--- src/axis_out_pkg.sv ---
package axis_out_pkg;

   // Width of one stream beat
   localparam int TDATA_W = 8;

   // Word width on the CPU register port
   localparam int CPU_DATA_W = 32;

   // Stream lanes packed in one CPU word
   localparam int N_LANES = CPU_DATA_W / TDATA_W;

   // Bits that pick one lane inside a word
   localparam int LANE_SEL_W = $clog2(N_LANES);

   // FIFO depth counted in lanes, 32 lanes or 8 words
   localparam int LANE_DEPTH_LOG2 = 5;
   localparam int LANE_DEPTH = 2 ** LANE_DEPTH_LOG2;

   // Word address of the storage array
   localparam int WORD_ADDR_W = LANE_DEPTH_LOG2 - LANE_SEL_W;

   // Level runs 0 to LANE_DEPTH inclusive, one bit wider than the lane pointer
   localparam int LEVEL_W = LANE_DEPTH_LOG2 + 1;

   // One stream lane
   typedef logic [TDATA_W-1:0] lane_t;

   // One bit per lane of a CPU word
   typedef logic [N_LANES-1:0] lane_mask_t;

   // FIFO fill in lanes
   typedef logic [LEVEL_W-1:0] level_t;

endpackage

--- src/axis_out_csr_pkg.sv ---
package axis_out_csr_pkg;

   // Register port address width
   localparam int CSR_ADDR_W = 3;

   // Register map
   localparam logic [CSR_ADDR_W-1:0] ADDR_CTRL       = 3'd0;
   localparam logic [CSR_ADDR_W-1:0] ADDR_IN         = 3'd1;
   localparam logic [CSR_ADDR_W-1:0] ADDR_LAST_WSTRB = 3'd2;
   localparam logic [CSR_ADDR_W-1:0] ADDR_STATUS     = 3'd3;

   // CTRL fields
   localparam int CTRL_ENABLE_BIT    = 0;
   localparam int CTRL_SOFTRESET_BIT = 1;

   // STATUS fields
   localparam int STATUS_FULL_BIT  = 0;
   localparam int STATUS_LEVEL_LSB = 8;

   // Control view of a CPU word
   // CTRL uses bits 0 and 1, LAST_WSTRB uses all four low bits
   typedef struct packed {
      logic [axis_out_pkg::CPU_DATA_W-axis_out_pkg::N_LANES-1:0] unused;
      axis_out_pkg::lane_mask_t                                  low_bits;
   } csr_fields_t;

   // One CPU write word, read as data lanes or as control fields
   // Lane 0 sits in the least significant byte
   typedef union packed {
      axis_out_pkg::lane_t [axis_out_pkg::N_LANES-1:0] lanes;
      csr_fields_t                                     fields;
   } csr_word_u;

endpackage

--- src/axis_out_fifo_if.sv ---
`timescale 1ns/10ps

interface axis_out_fifo_if;
   import axis_out_pkg::*;

   // Pop request from the transmitter
   logic   r_en;
   // Popped lane, valid the cycle after the pop
   lane_t  r_data;
   // No lanes stored
   logic   empty;
   // Stored lanes, used to find the final word of a packet
   level_t level;

   // FIFO side
   modport fifo_mp (
      input  r_en,
      output r_data,
      output empty,
      output level
   );

   // Transmitter side
   modport tx_mp (
      output r_en,
      input  r_data,
      input  empty,
      input  level
   );

endinterface

--- src/axis_out_csr.sv ---
`timescale 1ns/10ps

module axis_out_csr (
   input  logic                                    clk_i,
   input  logic                                    rst_i,
   input  logic                                    csr_valid_i,
   input  logic                                    csr_wen_i,
   input  logic [axis_out_csr_pkg::CSR_ADDR_W-1:0] csr_addr_i,
   input  axis_out_csr_pkg::csr_word_u             csr_wdata_i,
   output logic [axis_out_pkg::CPU_DATA_W-1:0]     csr_rdata_o,
   output logic                                    fifo_w_en_o,
   output logic [axis_out_pkg::CPU_DATA_W-1:0]     fifo_w_data_o,
   output logic                                    soft_rst_o,
   output logic                                    enable_o,
   output axis_out_pkg::lane_mask_t                last_mask_o,
   output logic                                    storing_last_o,
   input  logic                                    fifo_full_i,
   input  axis_out_pkg::level_t                    fifo_level_i,
   input  logic                                    last_done_i
);
   import axis_out_pkg::*;
   import axis_out_csr_pkg::*;

   logic                  wr_strobe;
   logic                  rd_strobe;
   logic                  wr_ctrl;
   logic                  wr_in;
   logic                  wr_wstrb;
   logic                  pkt_clear;
   logic                  status_full;
   logic                  ctrl_enable_q;
   logic                  ctrl_softrst_q;
   lane_mask_t            last_mask_q;
   logic                  storing_last_q;
   logic [CPU_DATA_W-1:0] rd_word;

   // Address decode of the strobe
   assign wr_strobe = csr_valid_i & csr_wen_i;
   assign rd_strobe = csr_valid_i & ~csr_wen_i;
   assign wr_ctrl   = wr_strobe & (csr_addr_i == ADDR_CTRL);
   assign wr_in     = wr_strobe & (csr_addr_i == ADDR_IN);
   assign wr_wstrb  = wr_strobe & (csr_addr_i == ADDR_LAST_WSTRB);

   // IN write goes straight to the FIFO on the same edge
   assign fifo_w_en_o   = wr_in;
   assign fifo_w_data_o = csr_wdata_i.lanes;

   // Packet state ends on soft reset or once the final word has drained
   assign pkt_clear = ctrl_softrst_q | last_done_i;

   // CTRL register, both bits are plain levels
   always_ff @(posedge clk_i) begin
      if (rst_i) begin
         ctrl_enable_q  <= 1'b0;
         ctrl_softrst_q <= 1'b0;
      end else if (wr_ctrl) begin
         ctrl_enable_q  <= csr_wdata_i.fields.low_bits[CTRL_ENABLE_BIT];
         ctrl_softrst_q <= csr_wdata_i.fields.low_bits[CTRL_SOFTRESET_BIT];
      end
   end

   // Lane mask of the final word
   always_ff @(posedge clk_i) begin
      if (rst_i || pkt_clear) begin
         last_mask_q <= '0;
      end else if (wr_wstrb) begin
         last_mask_q <= csr_wdata_i.fields.low_bits;
      end
   end

   // Final word is in the FIFO
   // Only set when the FIFO actually accepts the word
   always_ff @(posedge clk_i) begin
      if (rst_i || pkt_clear) begin
         storing_last_q <= 1'b0;
      end else if (wr_in && (|last_mask_q) && !fifo_full_i) begin
         storing_last_q <= 1'b1;
      end
   end

   // Software sees full while a packet end is pending too
   assign status_full = fifo_full_i | (|last_mask_q);

   // Read mux, IN reads back as zero
   always_comb begin
      rd_word = '0;
      case (csr_addr_i)
         ADDR_CTRL: begin
            rd_word[CTRL_ENABLE_BIT]    = ctrl_enable_q;
            rd_word[CTRL_SOFTRESET_BIT] = ctrl_softrst_q;
         end
         ADDR_LAST_WSTRB: rd_word[N_LANES-1:0] = last_mask_q;
         ADDR_STATUS: begin
            rd_word[STATUS_FULL_BIT]              = status_full;
            rd_word[STATUS_LEVEL_LSB +: LEVEL_W] = fifo_level_i;
         end
         default: rd_word = '0;
      endcase
   end

   // Registered read data, one cycle after the strobe
   always_ff @(posedge clk_i) begin
      if (rst_i) begin
         csr_rdata_o <= '0;
      end else if (rd_strobe) begin
         csr_rdata_o <= rd_word;
      end
   end

   assign soft_rst_o     = ctrl_softrst_q;
   assign enable_o       = ctrl_enable_q;
   assign last_mask_o    = last_mask_q;
   assign storing_last_o = storing_last_q;

endmodule

--- src/axis_out_fifo.sv ---
`timescale 1ns/10ps

module axis_out_fifo (
   input  logic                                clk_i,
   input  logic                                rst_i,
   input  logic                                soft_rst_i,
   input  logic                                w_en_i,
   input  logic [axis_out_pkg::CPU_DATA_W-1:0] w_data_i,
   output logic                                full_o,
   axis_out_fifo_if.fifo_mp                    rd
);
   import axis_out_pkg::*;

   // Word storage, each entry split into lanes
   lane_t [N_LANES-1:0]        mem [0:(2**WORD_ADDR_W)-1];

   logic [WORD_ADDR_W-1:0]     w_ptr;
   // Upper bits address the word, low bits pick the lane
   logic [LANE_DEPTH_LOG2-1:0] r_ptr;
   logic [WORD_ADDR_W-1:0]     r_word;
   logic [LANE_SEL_W-1:0]      r_lane;
   level_t                     level;
   lane_t                      r_data_q;
   logic                       push;
   logic                       pop;

   // Writes while full are dropped, soft reset blocks both sides
   assign push = w_en_i & ~full_o & ~soft_rst_i;
   assign pop  = rd.r_en & ~rd.empty & ~soft_rst_i;

   assign r_word = r_ptr[LANE_DEPTH_LOG2-1:LANE_SEL_W];
   assign r_lane = r_ptr[LANE_SEL_W-1:0];

   // Storage write, no reset on the array
   always_ff @(posedge clk_i) begin
      if (push) begin
         mem[w_ptr] <= w_data_i;
      end
   end

   // Pointers
   always_ff @(posedge clk_i) begin
      if (rst_i || soft_rst_i) begin
         w_ptr <= '0;
         r_ptr <= '0;
      end else begin
         if (push) begin
            w_ptr <= w_ptr + 1'b1;
         end
         if (pop) begin
            r_ptr <= r_ptr + 1'b1;
         end
      end
   end

   // Level in lanes
   // A word adds four lanes, a pop takes one
   always_ff @(posedge clk_i) begin
      if (rst_i || soft_rst_i) begin
         level <= '0;
      end else begin
         level <= level + (push ? level_t'(N_LANES) : level_t'(0)) - level_t'(pop);
      end
   end

   // Output lane register, lane 0 of each word leaves first
   always_ff @(posedge clk_i) begin
      if (pop) begin
         r_data_q <= mem[r_word][r_lane];
      end
   end

   // No room for another full word
   assign full_o = level > level_t'(LANE_DEPTH - N_LANES);

   assign rd.empty  = (level == '0);
   assign rd.level  = level;
   assign rd.r_data = r_data_q;

endmodule

--- src/axis_out_tx.sv ---
`timescale 1ns/10ps

module axis_out_tx (
   input  logic                     clk_i,
   input  logic                     rst_i,
   input  logic                     soft_rst_i,
   input  logic                     enable_i,
   input  axis_out_pkg::lane_mask_t last_mask_i,
   input  logic                     storing_last_i,
   input  logic                     tready_i,
   output axis_out_pkg::lane_t      tdata_o,
   output logic                     tvalid_o,
   output logic                     tlast_o,
   output logic                     last_done_o,
   axis_out_fifo_if.tx_mp           rd
);
   import axis_out_pkg::*;

   logic                  tvalid_q;
   logic                  tlast_q;
   logic                  pop;
   logic                  in_last_word;
   logic [LANE_SEL_W-1:0] lane_sel;
   logic [LANE_SEL_W-1:0] next_sel;
   logic                  lane_keep;
   logic                  lane_is_last;

   // Pop when the output slot is free or being taken this cycle
   // A held beat blocks the pop under back-pressure
   assign pop      = enable_i & ~rd.empty & (tready_i | ~tvalid_q);
   assign rd.r_en  = pop;

   // Final word is the last four lanes once storing_last is set
   assign in_last_word = storing_last_i & (rd.level <= level_t'(N_LANES));

   // Lane index inside the final word, level 4 is lane 0
   assign lane_sel = LANE_SEL_W'(level_t'(N_LANES) - rd.level);
   assign next_sel = lane_sel + 1'b1;

   // Lanes outside the mask are popped and discarded
   assign lane_keep = ~in_last_word | last_mask_i[lane_sel];

   // Last kept lane, mask assumed contiguous from lane 0
   assign lane_is_last = in_last_word & last_mask_i[lane_sel] &
                         ((rd.level == level_t'(1)) | ~last_mask_i[next_sel]);

   // Beat registers
   // Hold while valid and not ready, clear once taken
   always_ff @(posedge clk_i) begin
      if (rst_i || soft_rst_i) begin
         tvalid_q <= 1'b0;
         tlast_q  <= 1'b0;
      end else if (pop) begin
         tvalid_q <= lane_keep;
         tlast_q  <= lane_is_last;
      end else if (tready_i) begin
         tvalid_q <= 1'b0;
         tlast_q  <= 1'b0;
      end
   end

   // FIFO lane register holds its value between pops
   assign tdata_o  = rd.r_data;
   assign tvalid_o = tvalid_q;

   // tlast only counts on a valid beat
   assign tlast_o = tlast_q & tvalid_q;

   // Final word fully popped
   assign last_done_o = storing_last_i & rd.empty;

endmodule

--- src/axis_out_top.sv ---
`timescale 1ns/10ps

module axis_out_top (
   input  logic                                    clk_i,
   input  logic                                    rst_i,
   input  logic                                    csr_valid_i,
   input  logic                                    csr_wen_i,
   input  logic [axis_out_csr_pkg::CSR_ADDR_W-1:0] csr_addr_i,
   input  logic [axis_out_pkg::CPU_DATA_W-1:0]     csr_wdata_i,
   output logic [axis_out_pkg::CPU_DATA_W-1:0]     csr_rdata_o,
   output logic [axis_out_pkg::TDATA_W-1:0]        tdata_o,
   output logic                                    tvalid_o,
   output logic                                    tlast_o,
   input  logic                                    tready_i
);
   import axis_out_pkg::*;

   logic                  fifo_w_en;
   logic [CPU_DATA_W-1:0] fifo_w_data;
   logic                  fifo_full;
   logic                  soft_rst;
   logic                  enable;
   lane_mask_t            last_mask;
   logic                  storing_last;
   logic                  last_done;

   // FIFO read side to the transmitter
   axis_out_fifo_if fifo_if ();

   // Register file and packet state
   axis_out_csr u_csr (
      .clk_i         (clk_i),
      .rst_i         (rst_i),
      .csr_valid_i   (csr_valid_i),
      .csr_wen_i     (csr_wen_i),
      .csr_addr_i    (csr_addr_i),
      .csr_wdata_i   (csr_wdata_i),
      .csr_rdata_o   (csr_rdata_o),
      .fifo_w_en_o   (fifo_w_en),
      .fifo_w_data_o (fifo_w_data),
      .soft_rst_o    (soft_rst),
      .enable_o      (enable),
      .last_mask_o   (last_mask),
      .storing_last_o(storing_last),
      .fifo_full_i   (fifo_full),
      .fifo_level_i  (fifo_if.level),
      .last_done_i   (last_done)
   );

   // Word in, lane out
   axis_out_fifo u_fifo (
      .clk_i     (clk_i),
      .rst_i     (rst_i),
      .soft_rst_i(soft_rst),
      .w_en_i    (fifo_w_en),
      .w_data_i  (fifo_w_data),
      .full_o    (fifo_full),
      .rd        (fifo_if.fifo_mp)
   );

   // Stream master
   axis_out_tx u_tx (
      .clk_i         (clk_i),
      .rst_i         (rst_i),
      .soft_rst_i    (soft_rst),
      .enable_i      (enable),
      .last_mask_i   (last_mask),
      .storing_last_i(storing_last),
      .tready_i      (tready_i),
      .tdata_o       (tdata_o),
      .tvalid_o      (tvalid_o),
      .tlast_o       (tlast_o),
      .last_done_o   (last_done),
      .rd            (fifo_if.tx_mp)
   );

endmodule

--- config.mk ---
export PLATFORM = sky130hd
export DESIGN_NAME = axis_out_top
export DESIGN_NICKNAME = d
export VERILOG_FILES = /design/src/axis_out_pkg.sv /design/src/axis_out_csr_pkg.sv /design/src/axis_out_fifo_if.sv /design/src/axis_out_csr.sv /design/src/axis_out_fifo.sv /design/src/axis_out_tx.sv /design/src/axis_out_top.sv
export SDC_FILE = /design/constraint.sdc
export NUM_CORES = 1
export LEC_CHECK = 0
export ABC_AREA = 1
export BUFFER_PORTS_ARGS = -buffer_cell sky130_fd_sc_hd__buf_4
export CORE_MARGIN = 1.5
export CORE_UTILIZATION = 55
export CTS_CLUSTER_SIZE = 20
export DETAILED_ROUTE_END_ITERATION = 12
export PLACE_DENSITY = 0.81
export SETUP_SLACK_MARGIN = 0.1
export SKIP_CTS_REPAIR_TIMING = 1
export SLEW_MARGIN = 20
export SYNTH_ARGS = -nofsm -noshare
export SYNTH_HDL_FRONTEND = slang
export SYNTH_SLANG_ARGS = --single-unit
--- constraint.sdc ---
create_clock -name clk_i -period 3.45 [get_ports clk_i]
set_input_delay 0.1725 -clock clk_i [delete_from_list [all_inputs] [get_ports clk_i]]
set_output_delay 0.1725 -clock clk_i [all_outputs]
set_load 0.02 [all_outputs]
==> results.yml, run 1 <==
clock_network:
  htreeDepth: 1
  numCtsBuffers: 28
  cts_root_buf: "clkbuf_16"
  tritoncts: "built"
  cts_max_path_buffers: 3
  clk_pin_slew_ps: 60
  clock_latency_ps: 540
  cts_sinks: 300
power:
  clockPowerShare_pct: 41.5
  p_switching_uw: 1515
  power_frac_seq_pct: 53.3
  p_comb_share_pct: 5.2
  power_density_mw_per_mm2: 516.7
  p_sw_share_pct: 20.23
  leakage_uw: 0.005498
  max-vdd-ir-drop_mv: 0.3207
  p_int_uw: 5976
run_status:
  outcome: "finished clean"
route:
  viasPerCell: 5.572
  drt-total-wl_mm: 27.73
  num_vias: 8648
  drtIter0Drc: 754
  wl_per_cell_microns: 17.86
  drtPass1Iterations: 5
  ant_nets: 0
  drc: 0
logic_synthesis:
  synth_cell_types: 26
  synth.avg_cell_area_sq_um: 10.95
  ys_ff_latch: 300
  yosys_warnings: 0
  yosysSeqAreaShare_pct: 68.30
  syn-instance-count: 1156
  synth.cell_area_sq_mm: 0.01266
global_route:
  grt_max_degree: 65
  grt_pass1_vias: 8188
  track_usage_pct: 22.69
  overflow: 0
  grt_antenna_before_repair: 1
  grt_pass1_wl_mm: 41.98
die:
  dieWidth_microns: 154.7
  die_height_microns: 154.7
  initial_core_util_pct: 55.93
  ios: 82
  dieArea_sq_mm: 0.02394
  rows: 55
  coreArea_sq_mm: 0.02264
setup_path:
  crit_fanout: 15
  worstPathRequired_ps: 3870
  r2r_start: "u_fifo.rd.level[0]"
  ff2ff_setup_slack_ps: 680
  cp-endpoint: "u_fifo.rd.level[5]"
  path_class: "reg -> reg"
  crit_path_start: "u_fifo.rd.level[0]"
  r2r-end: "u_fifo.rd.level[5]"
  worst_ep_arrival_time_ps: 3190
  r2r_cells: 15
  critPathLaunchType: "flip-flop"
  worstSetupEndpointType: "flip-flop"
timing:
  skew_ps: 9.917
  fin_crit_ps: 2770
  tightestPinTransition_ps: 844.2
  drv_slew: 0
  max_freq_mhz: 361.0
  finalHoldViolCount: 0
  rsz0062_at_grt: "no"
  final-setup-viol-count: 0
  tns_ps: 0
  timing.hold.ws_ps: 35.44
  fin_crit_sh_pct: 80.29
  max_slew_margin_pct: 43.72
final_layout:
  layout-drive-gt1-share_pct: 10.66
  layout.nets: 1300
  fillers: 1610
  fin_area_sq_mm: 0.01450
  area_growth_syn_to_layout_pct: 14.50
  instances_no_fill: 1552
  final_common_cell: "nand2_1"
  final_cell_mix: "423 x nand2_1, 264 x edfxtp_1, 211 x nand3_1, 75 x buf_4, 40 x inv_1"
  utilization_pct: 64.03
place:
  post_dp_cell_area_sq_mm: 0.01317
  dp_hpwl_mm: 15.21
  port_buffers: 59
  gp_congestion: 0.8527
  post-place-cells: 1463
hold_path:
  holdCritPathClass: "in -> reg"
job:
  max-cap-violations: 0
metal layers:
| metal | global-route usage [%] | vias to the layer above | routed length (microns) |
|---|---|---|---|
| li1 | - | 4093 | - |
| met1 | 28.28 | 4058 | 10870 |
| met2 | 39.25 | 417 | 13870 |
| met3 | 3.418 | 80 | 2063 |
| met4 | 10.49 | 0 | 920 |
| met5 | 0 | - | 0 |
worst min path at each step:
| stage | startpoint | endpoint | slack, ps | cells past startpoint |
|---|---|---|---|---|
| 6_report | csr_addr_i[1] | u_csr.soft_rst_o | 40 | 4 |
| 5_1_grt | csr_addr_i[1] | u_csr.soft_rst_o | 40 | 4 |
| 4_1_cts | rst_i | u_csr.csr_rdata_o[0] | -180 | 2 |
| 3_5_place_dp | rst_i | u_csr.csr_rdata_o[0] | 380 | 2 |
| 3_3_place_gp | rst_i | u_csr.enable_o | 380 | 2 |
| 2_1_floorplan | rst_i | u_csr.csr_rdata_o[0] | 240 | 1 |
worst max-delay path, cell delays in order, from the launching register on:
cell and delay, ps:
dfxtp_1 410, inv_1 140, ha_1 240, nand2_1 70, inv_1 50, nand2_1 110
nand3_2 160, nor2_4 400, ha_1 240, inv_1 50, ha_1 190, inv_1 70
fa_1 190, o211ai_1 120, o21ai_0 150, a21oi_1 50
cells in the mapped netlist:
library cell  instances  area (sq um)
nand3_2               1         10.01
edfxtp_1            264          7928
nor2_4                1         11.26
nor2_1               18         67.56
o211ai_1              1         7.510
fa_1                  1         20.02
buf_6                23         259.0
dfxtp_1              36         720.7
o21ai_0              19         95.09
inv_2                 2         7.510
nor2_2                2         12.51
nor3_1                9         45.04
xor2_1                2         17.52
clkinv_1              3         11.26
nand2_1             423          1588
nand4_1               1         6.260
inv_1                41         153.9
ha_1                 13         162.7
buf_4                27         202.7
nand3_1             211          1056
xnor2_1               1         8.760
buf_1                 1         3.750
buf_2                16         80.08
conb_1                1         3.750
a21oi_1              30         150.1
clkbuf_1              9         33.78
sequential cells by signal, summed over array words and instances (netlist names), 3 cells and up, named ones only:
register,count
u_fifo.rd.r_data,8
u_csr.last_mask_o,4
u_fifo.mem,256
u_fifo.r_ptr,5
u_csr.csr_rdata_o,10
u_fifo.rd.level,6
u_fifo.w_ptr,3
per-stage QoR:
stage | power (uW) | setup WS, ps
finish | 7491 | 679.8
global route | 7692 | 530.5
floorplan | 4297 | -313.0
CTS | 7488 | 702.0
detailed placement | 4419 | 735.4
global placement | 4400 | 806.7
area by class of cell:
class	instances	area [sq um]	area share, %
sequential	300	8653	59.69
multi-input combinational	755	3387	23.36
timing repair buffer	115	983.4	6.783
clock buffer	38	810.8	5.592
tap	285	356.6	2.460
inverter	46	173.9	1.200
clock inverter	12	130.1	0.8976
antenna	1	2.502	0.01726
logic make-up after synthesis:
logic type / share of synthesized area [%]
other cells: 0.02962
compound gates: 1.996
buf+inv: 5.939
flops: 68.30
simple gates: 22.08
fa+ha+maj: 1.443
xor+xnor: 0.2075
power groups by stage:
stage	Sequential [uW]	Combinational, uW	Clock [uW]
after CTS	4000	347	3140
after global routing	4000	425	3270
after global placement	4070	328	0
final	4000	387	3110
after floorplan	4080	217	0
after detailed placement	4070	346	0
(Power assumes the default switching activity.)
==> inputs of run 2 (changes only) <==
ABC_AREA = 0   (was 1)
CORE_UTILIZATION = 60   (was 55)
PLACE_DENSITY = 0.84   (was 0.81)
clock period = 2.6 ns   (was 3.45 ns; I/O delays follow)
==> results.yml, run 2 <==
run_status:
  outcome: "finished with violations"
  violations: "negative setup slack"
route:
  route.met3.wl_mm: 2.178
  viasPerCell: 6.403
  drtPass1Iterations: 7
  wl_met1_mm: 9.893
  num_vias: 6569
  drtIter0Drc: 752
  met2_length_mm: 13.93
  drt-total-wl_mm: 26.94
  wl_per_cell_microns: 26.26
  routed.top_layer: "met5"
  drc: 0
  ant_nets: 0
setup_path:
  crit_path_start: "u_fifo.rd.level[5]"
  worstPathRequired_ps: 3070
  r2r_start: "u_fifo.rd.level[5]"
  slowest_stage: "a2111oi_4"
  crit_path_cell_trace: "inv_4, ha_4, nand4_1, a2111oi_4, inv_1, ha_4, inv_2, ha_4, nor2b_2, o21a_1, or3_1, a21oi_1"
  worst_ep_arrival_time_ps: 3130
  path_class: "reg -> reg"
  r2r_cells: 12
  r2r-end: "u_fifo.rd.level[5]"
  critical_path.max_stage_delay_ps: 420
  cpMostUsedCell: "ha_4"
  crit_fanout: 3
  ff2ff_setup_slack_ps: -60
  critPathLaunchType: "flip-flop"
  worstSetupEndpointType: "flip-flop"
logic_synthesis:
  yosys_warnings: 0
  synth.cell_area_sq_mm: 0.01176
  yosysTopAreaCellShare_pct: 67.39
  ys_ff_latch: 300
  synth_cell_types: 50
  synth_most_common_cell: "edfxtp_1"
  synthArstFlopShare_pct: 0
  synth_common_cells: "264 x edfxtp_1, 65 x mux4_2, 36 x dfxtp_1, 32 x o22ai_1, 31 x nor2_1"
  synth.avg_cell_area_sq_um: 19.04
  synth_ff_type: "edfxtp_1"
  synth.largest_area_cell: "edfxtp_1"
  synthTopCellsByArea: "edfxtp_1 67%, mux4_2 12%, dfxtp_1 6.1%, buf_4 1.8%, o22ai_1 1.7%"
  synth_edf_count: 264
  syn-instance-count: 618
  yosysSeqAreaShare_pct: 73.52
final_layout:
  utilization_pct: 73.22
  area_growth_syn_to_layout_pct: 20.35
  n_antenna_cell: 0
  largest_reg_flops: 256
  layout.nets: 793
  final_cell_mix: "264 x edfxtp_1, 70 x buf_4, 65 x mux4_2, 37 x dlygate4sd3_1, 32 x o22ai_1"
  largest-register: "u_fifo.mem"
  final_common_cell: "edfxtp_1"
  layout-drive-gt1-share_pct: 30.22
timing:
  timing.hold.ws_ps: 32.97
  max_freq_mhz: 376.2
  skew_ps: 16.24
  final-setup-viol-count: 1
  finalHoldViolCount: 0
  fin_crit_sh_pct: 102.2
  rsz0062_at_grt: "yes"
  max_slew_margin_pct: 33.01
  fin_crit_ps: 2658
  tightestPinTransition_ps: 997.2
  drv_slew: 0
  setup_ws_ps: -57.82
clock_network:
  cts_root_buf: "clkbuf_16"
  cts_sinks: 300
  clock_latency_ps: 550
  cts_max_path_buffers: 3
  numCtsBuffers: 29
  tritoncts: "built"
  htreeDepth: 1
  clk_pin_slew_ps: 60
place:
  port_buffers: 59
  gp_congestion: 0.8839
  dp_hpwl_mm: 13.90
die:
  dieWidth_microns: 143.0
  ios: 82
  coreArea_sq_mm: 0.01933
  dieArea_sq_mm: 0.02045
  die_height_microns: 143.0
  rows: 51
  initial_core_util_pct: 60.84
global_route:
  grt_pass1_wl_mm: 37.48
  track_usage_pct: 24.96
  overflow: 0
  grt_pass1_vias: 6598
  grt_max_degree: 65
  grt_antenna_before_repair: 1
power:
  power_density_mw_per_mm2: 709.2
  leakage_uw: 0.004575
  max-vdd-ir-drop_mv: 0.5445
hold_path:
  holdCritPathClass: "in -> reg"
  holdPathEnd: "u_csr.csr_rdata_o[1]"
  whs_path_depth: 4
  hold_path.startpoint: "csr_addr_i[2]"
job:
  max-cap-violations: 0
-- run 2: cell count changes in the layout (fill, tap and decap cells not counted), sizes merged, moves of 10 or more --
cell	before	now
mux4	0	66
a21oi	30	11
nand2	423	10
inv	42	16
o21ai	19	3
nand3	212	4
o22ai	0	32
nor2	21	31
-- run 2: layer usage --
metal  vias to the layer above  GRT usage, %
met3                        81         4.494
li1                       2718             -
met1                      3346         32.30
met5                         -             0
met2                       422         43.07
met4                         2         8.356
-- run 2: where the power goes --
part,internal [uW],total (uW),switching (uW),leakage (uW)
logic,256,573,317,0.00145
registers,5270,5310,42.2,0.00267
clock network,2380,4160,1780,0.000457
total,7900,10000,2140,0.00457
-- run 2: worst max path at each step --
stage	endpoint	slack [ps]	cells after the start
detailed placement	u_fifo.rd.level[5]	-90	12
CTS	u_fifo.rd.level[5]	-150	14
finish	u_fifo.rd.level[5]	-60	12
floorplan	u_fifo.mem[2][0]	-150	6
global placement	u_fifo.rd.level[5]	60	12
global route	u_fifo.rd.level[5]	-160	11
-- run 2: worst max-delay path: cells and delay by family (launching register included) --
family / cells / cell delay [ps]
AOI/OAI and AO/OA: 3 / 760
adders and majority gates: 3 / 510
buffers and inverters: 3 / 270
DFF: 1 / 350
and+or+nand+nor: 3 / 700
-- run 2: cell type report --
type / count / area [sq um]
clock buffer: 36 / 762.0
timing repair buffer: 120 / 1161
inverter: 15 / 63.81
multi-input combinational: 273 / 3010
clock inverter: 17 / 170.2
fill: 1045 / 5177
tap: 265 / 331.6
sequential: 300 / 8658
-- run 2: stage by stage --
step | setup WS, ps | setup TNS [ps] | instance area, sq um | std cells | power (uW)
finish | -57.82 | -57.82 | 14160 | 1026 | 10040
global route | -157.4 | -249.8 | 14160 | 1026 | 10270
CTS | -153.9 | -153.9 | 13660 | 984 | 9881
detailed placement | -86.60 | -89.76 | 12720 | 931 | 5825
global placement | 61.85 | 0 | 12720 | 931 | 5789
floorplan | -150.1 | -15610 | 11950 | 639 | 5680
-- run 2: cell families (layout without fill, tap and decap cells) --
family	count (synthesis)	in the layout	share of synthesized area, %
AND/OR/NAND/NOR	89	89	3.978
multiplexers	76	76	13.54
buffers and inverters	66	188	3.095
AO/OA/AOI/OAI	69	69	4.063
adder cells (fa/ha/maj)	14	14	1.553
XOR/XNOR	3	3	0.2234
flip-flops	300	300	73.52
other	1	22	0.03188
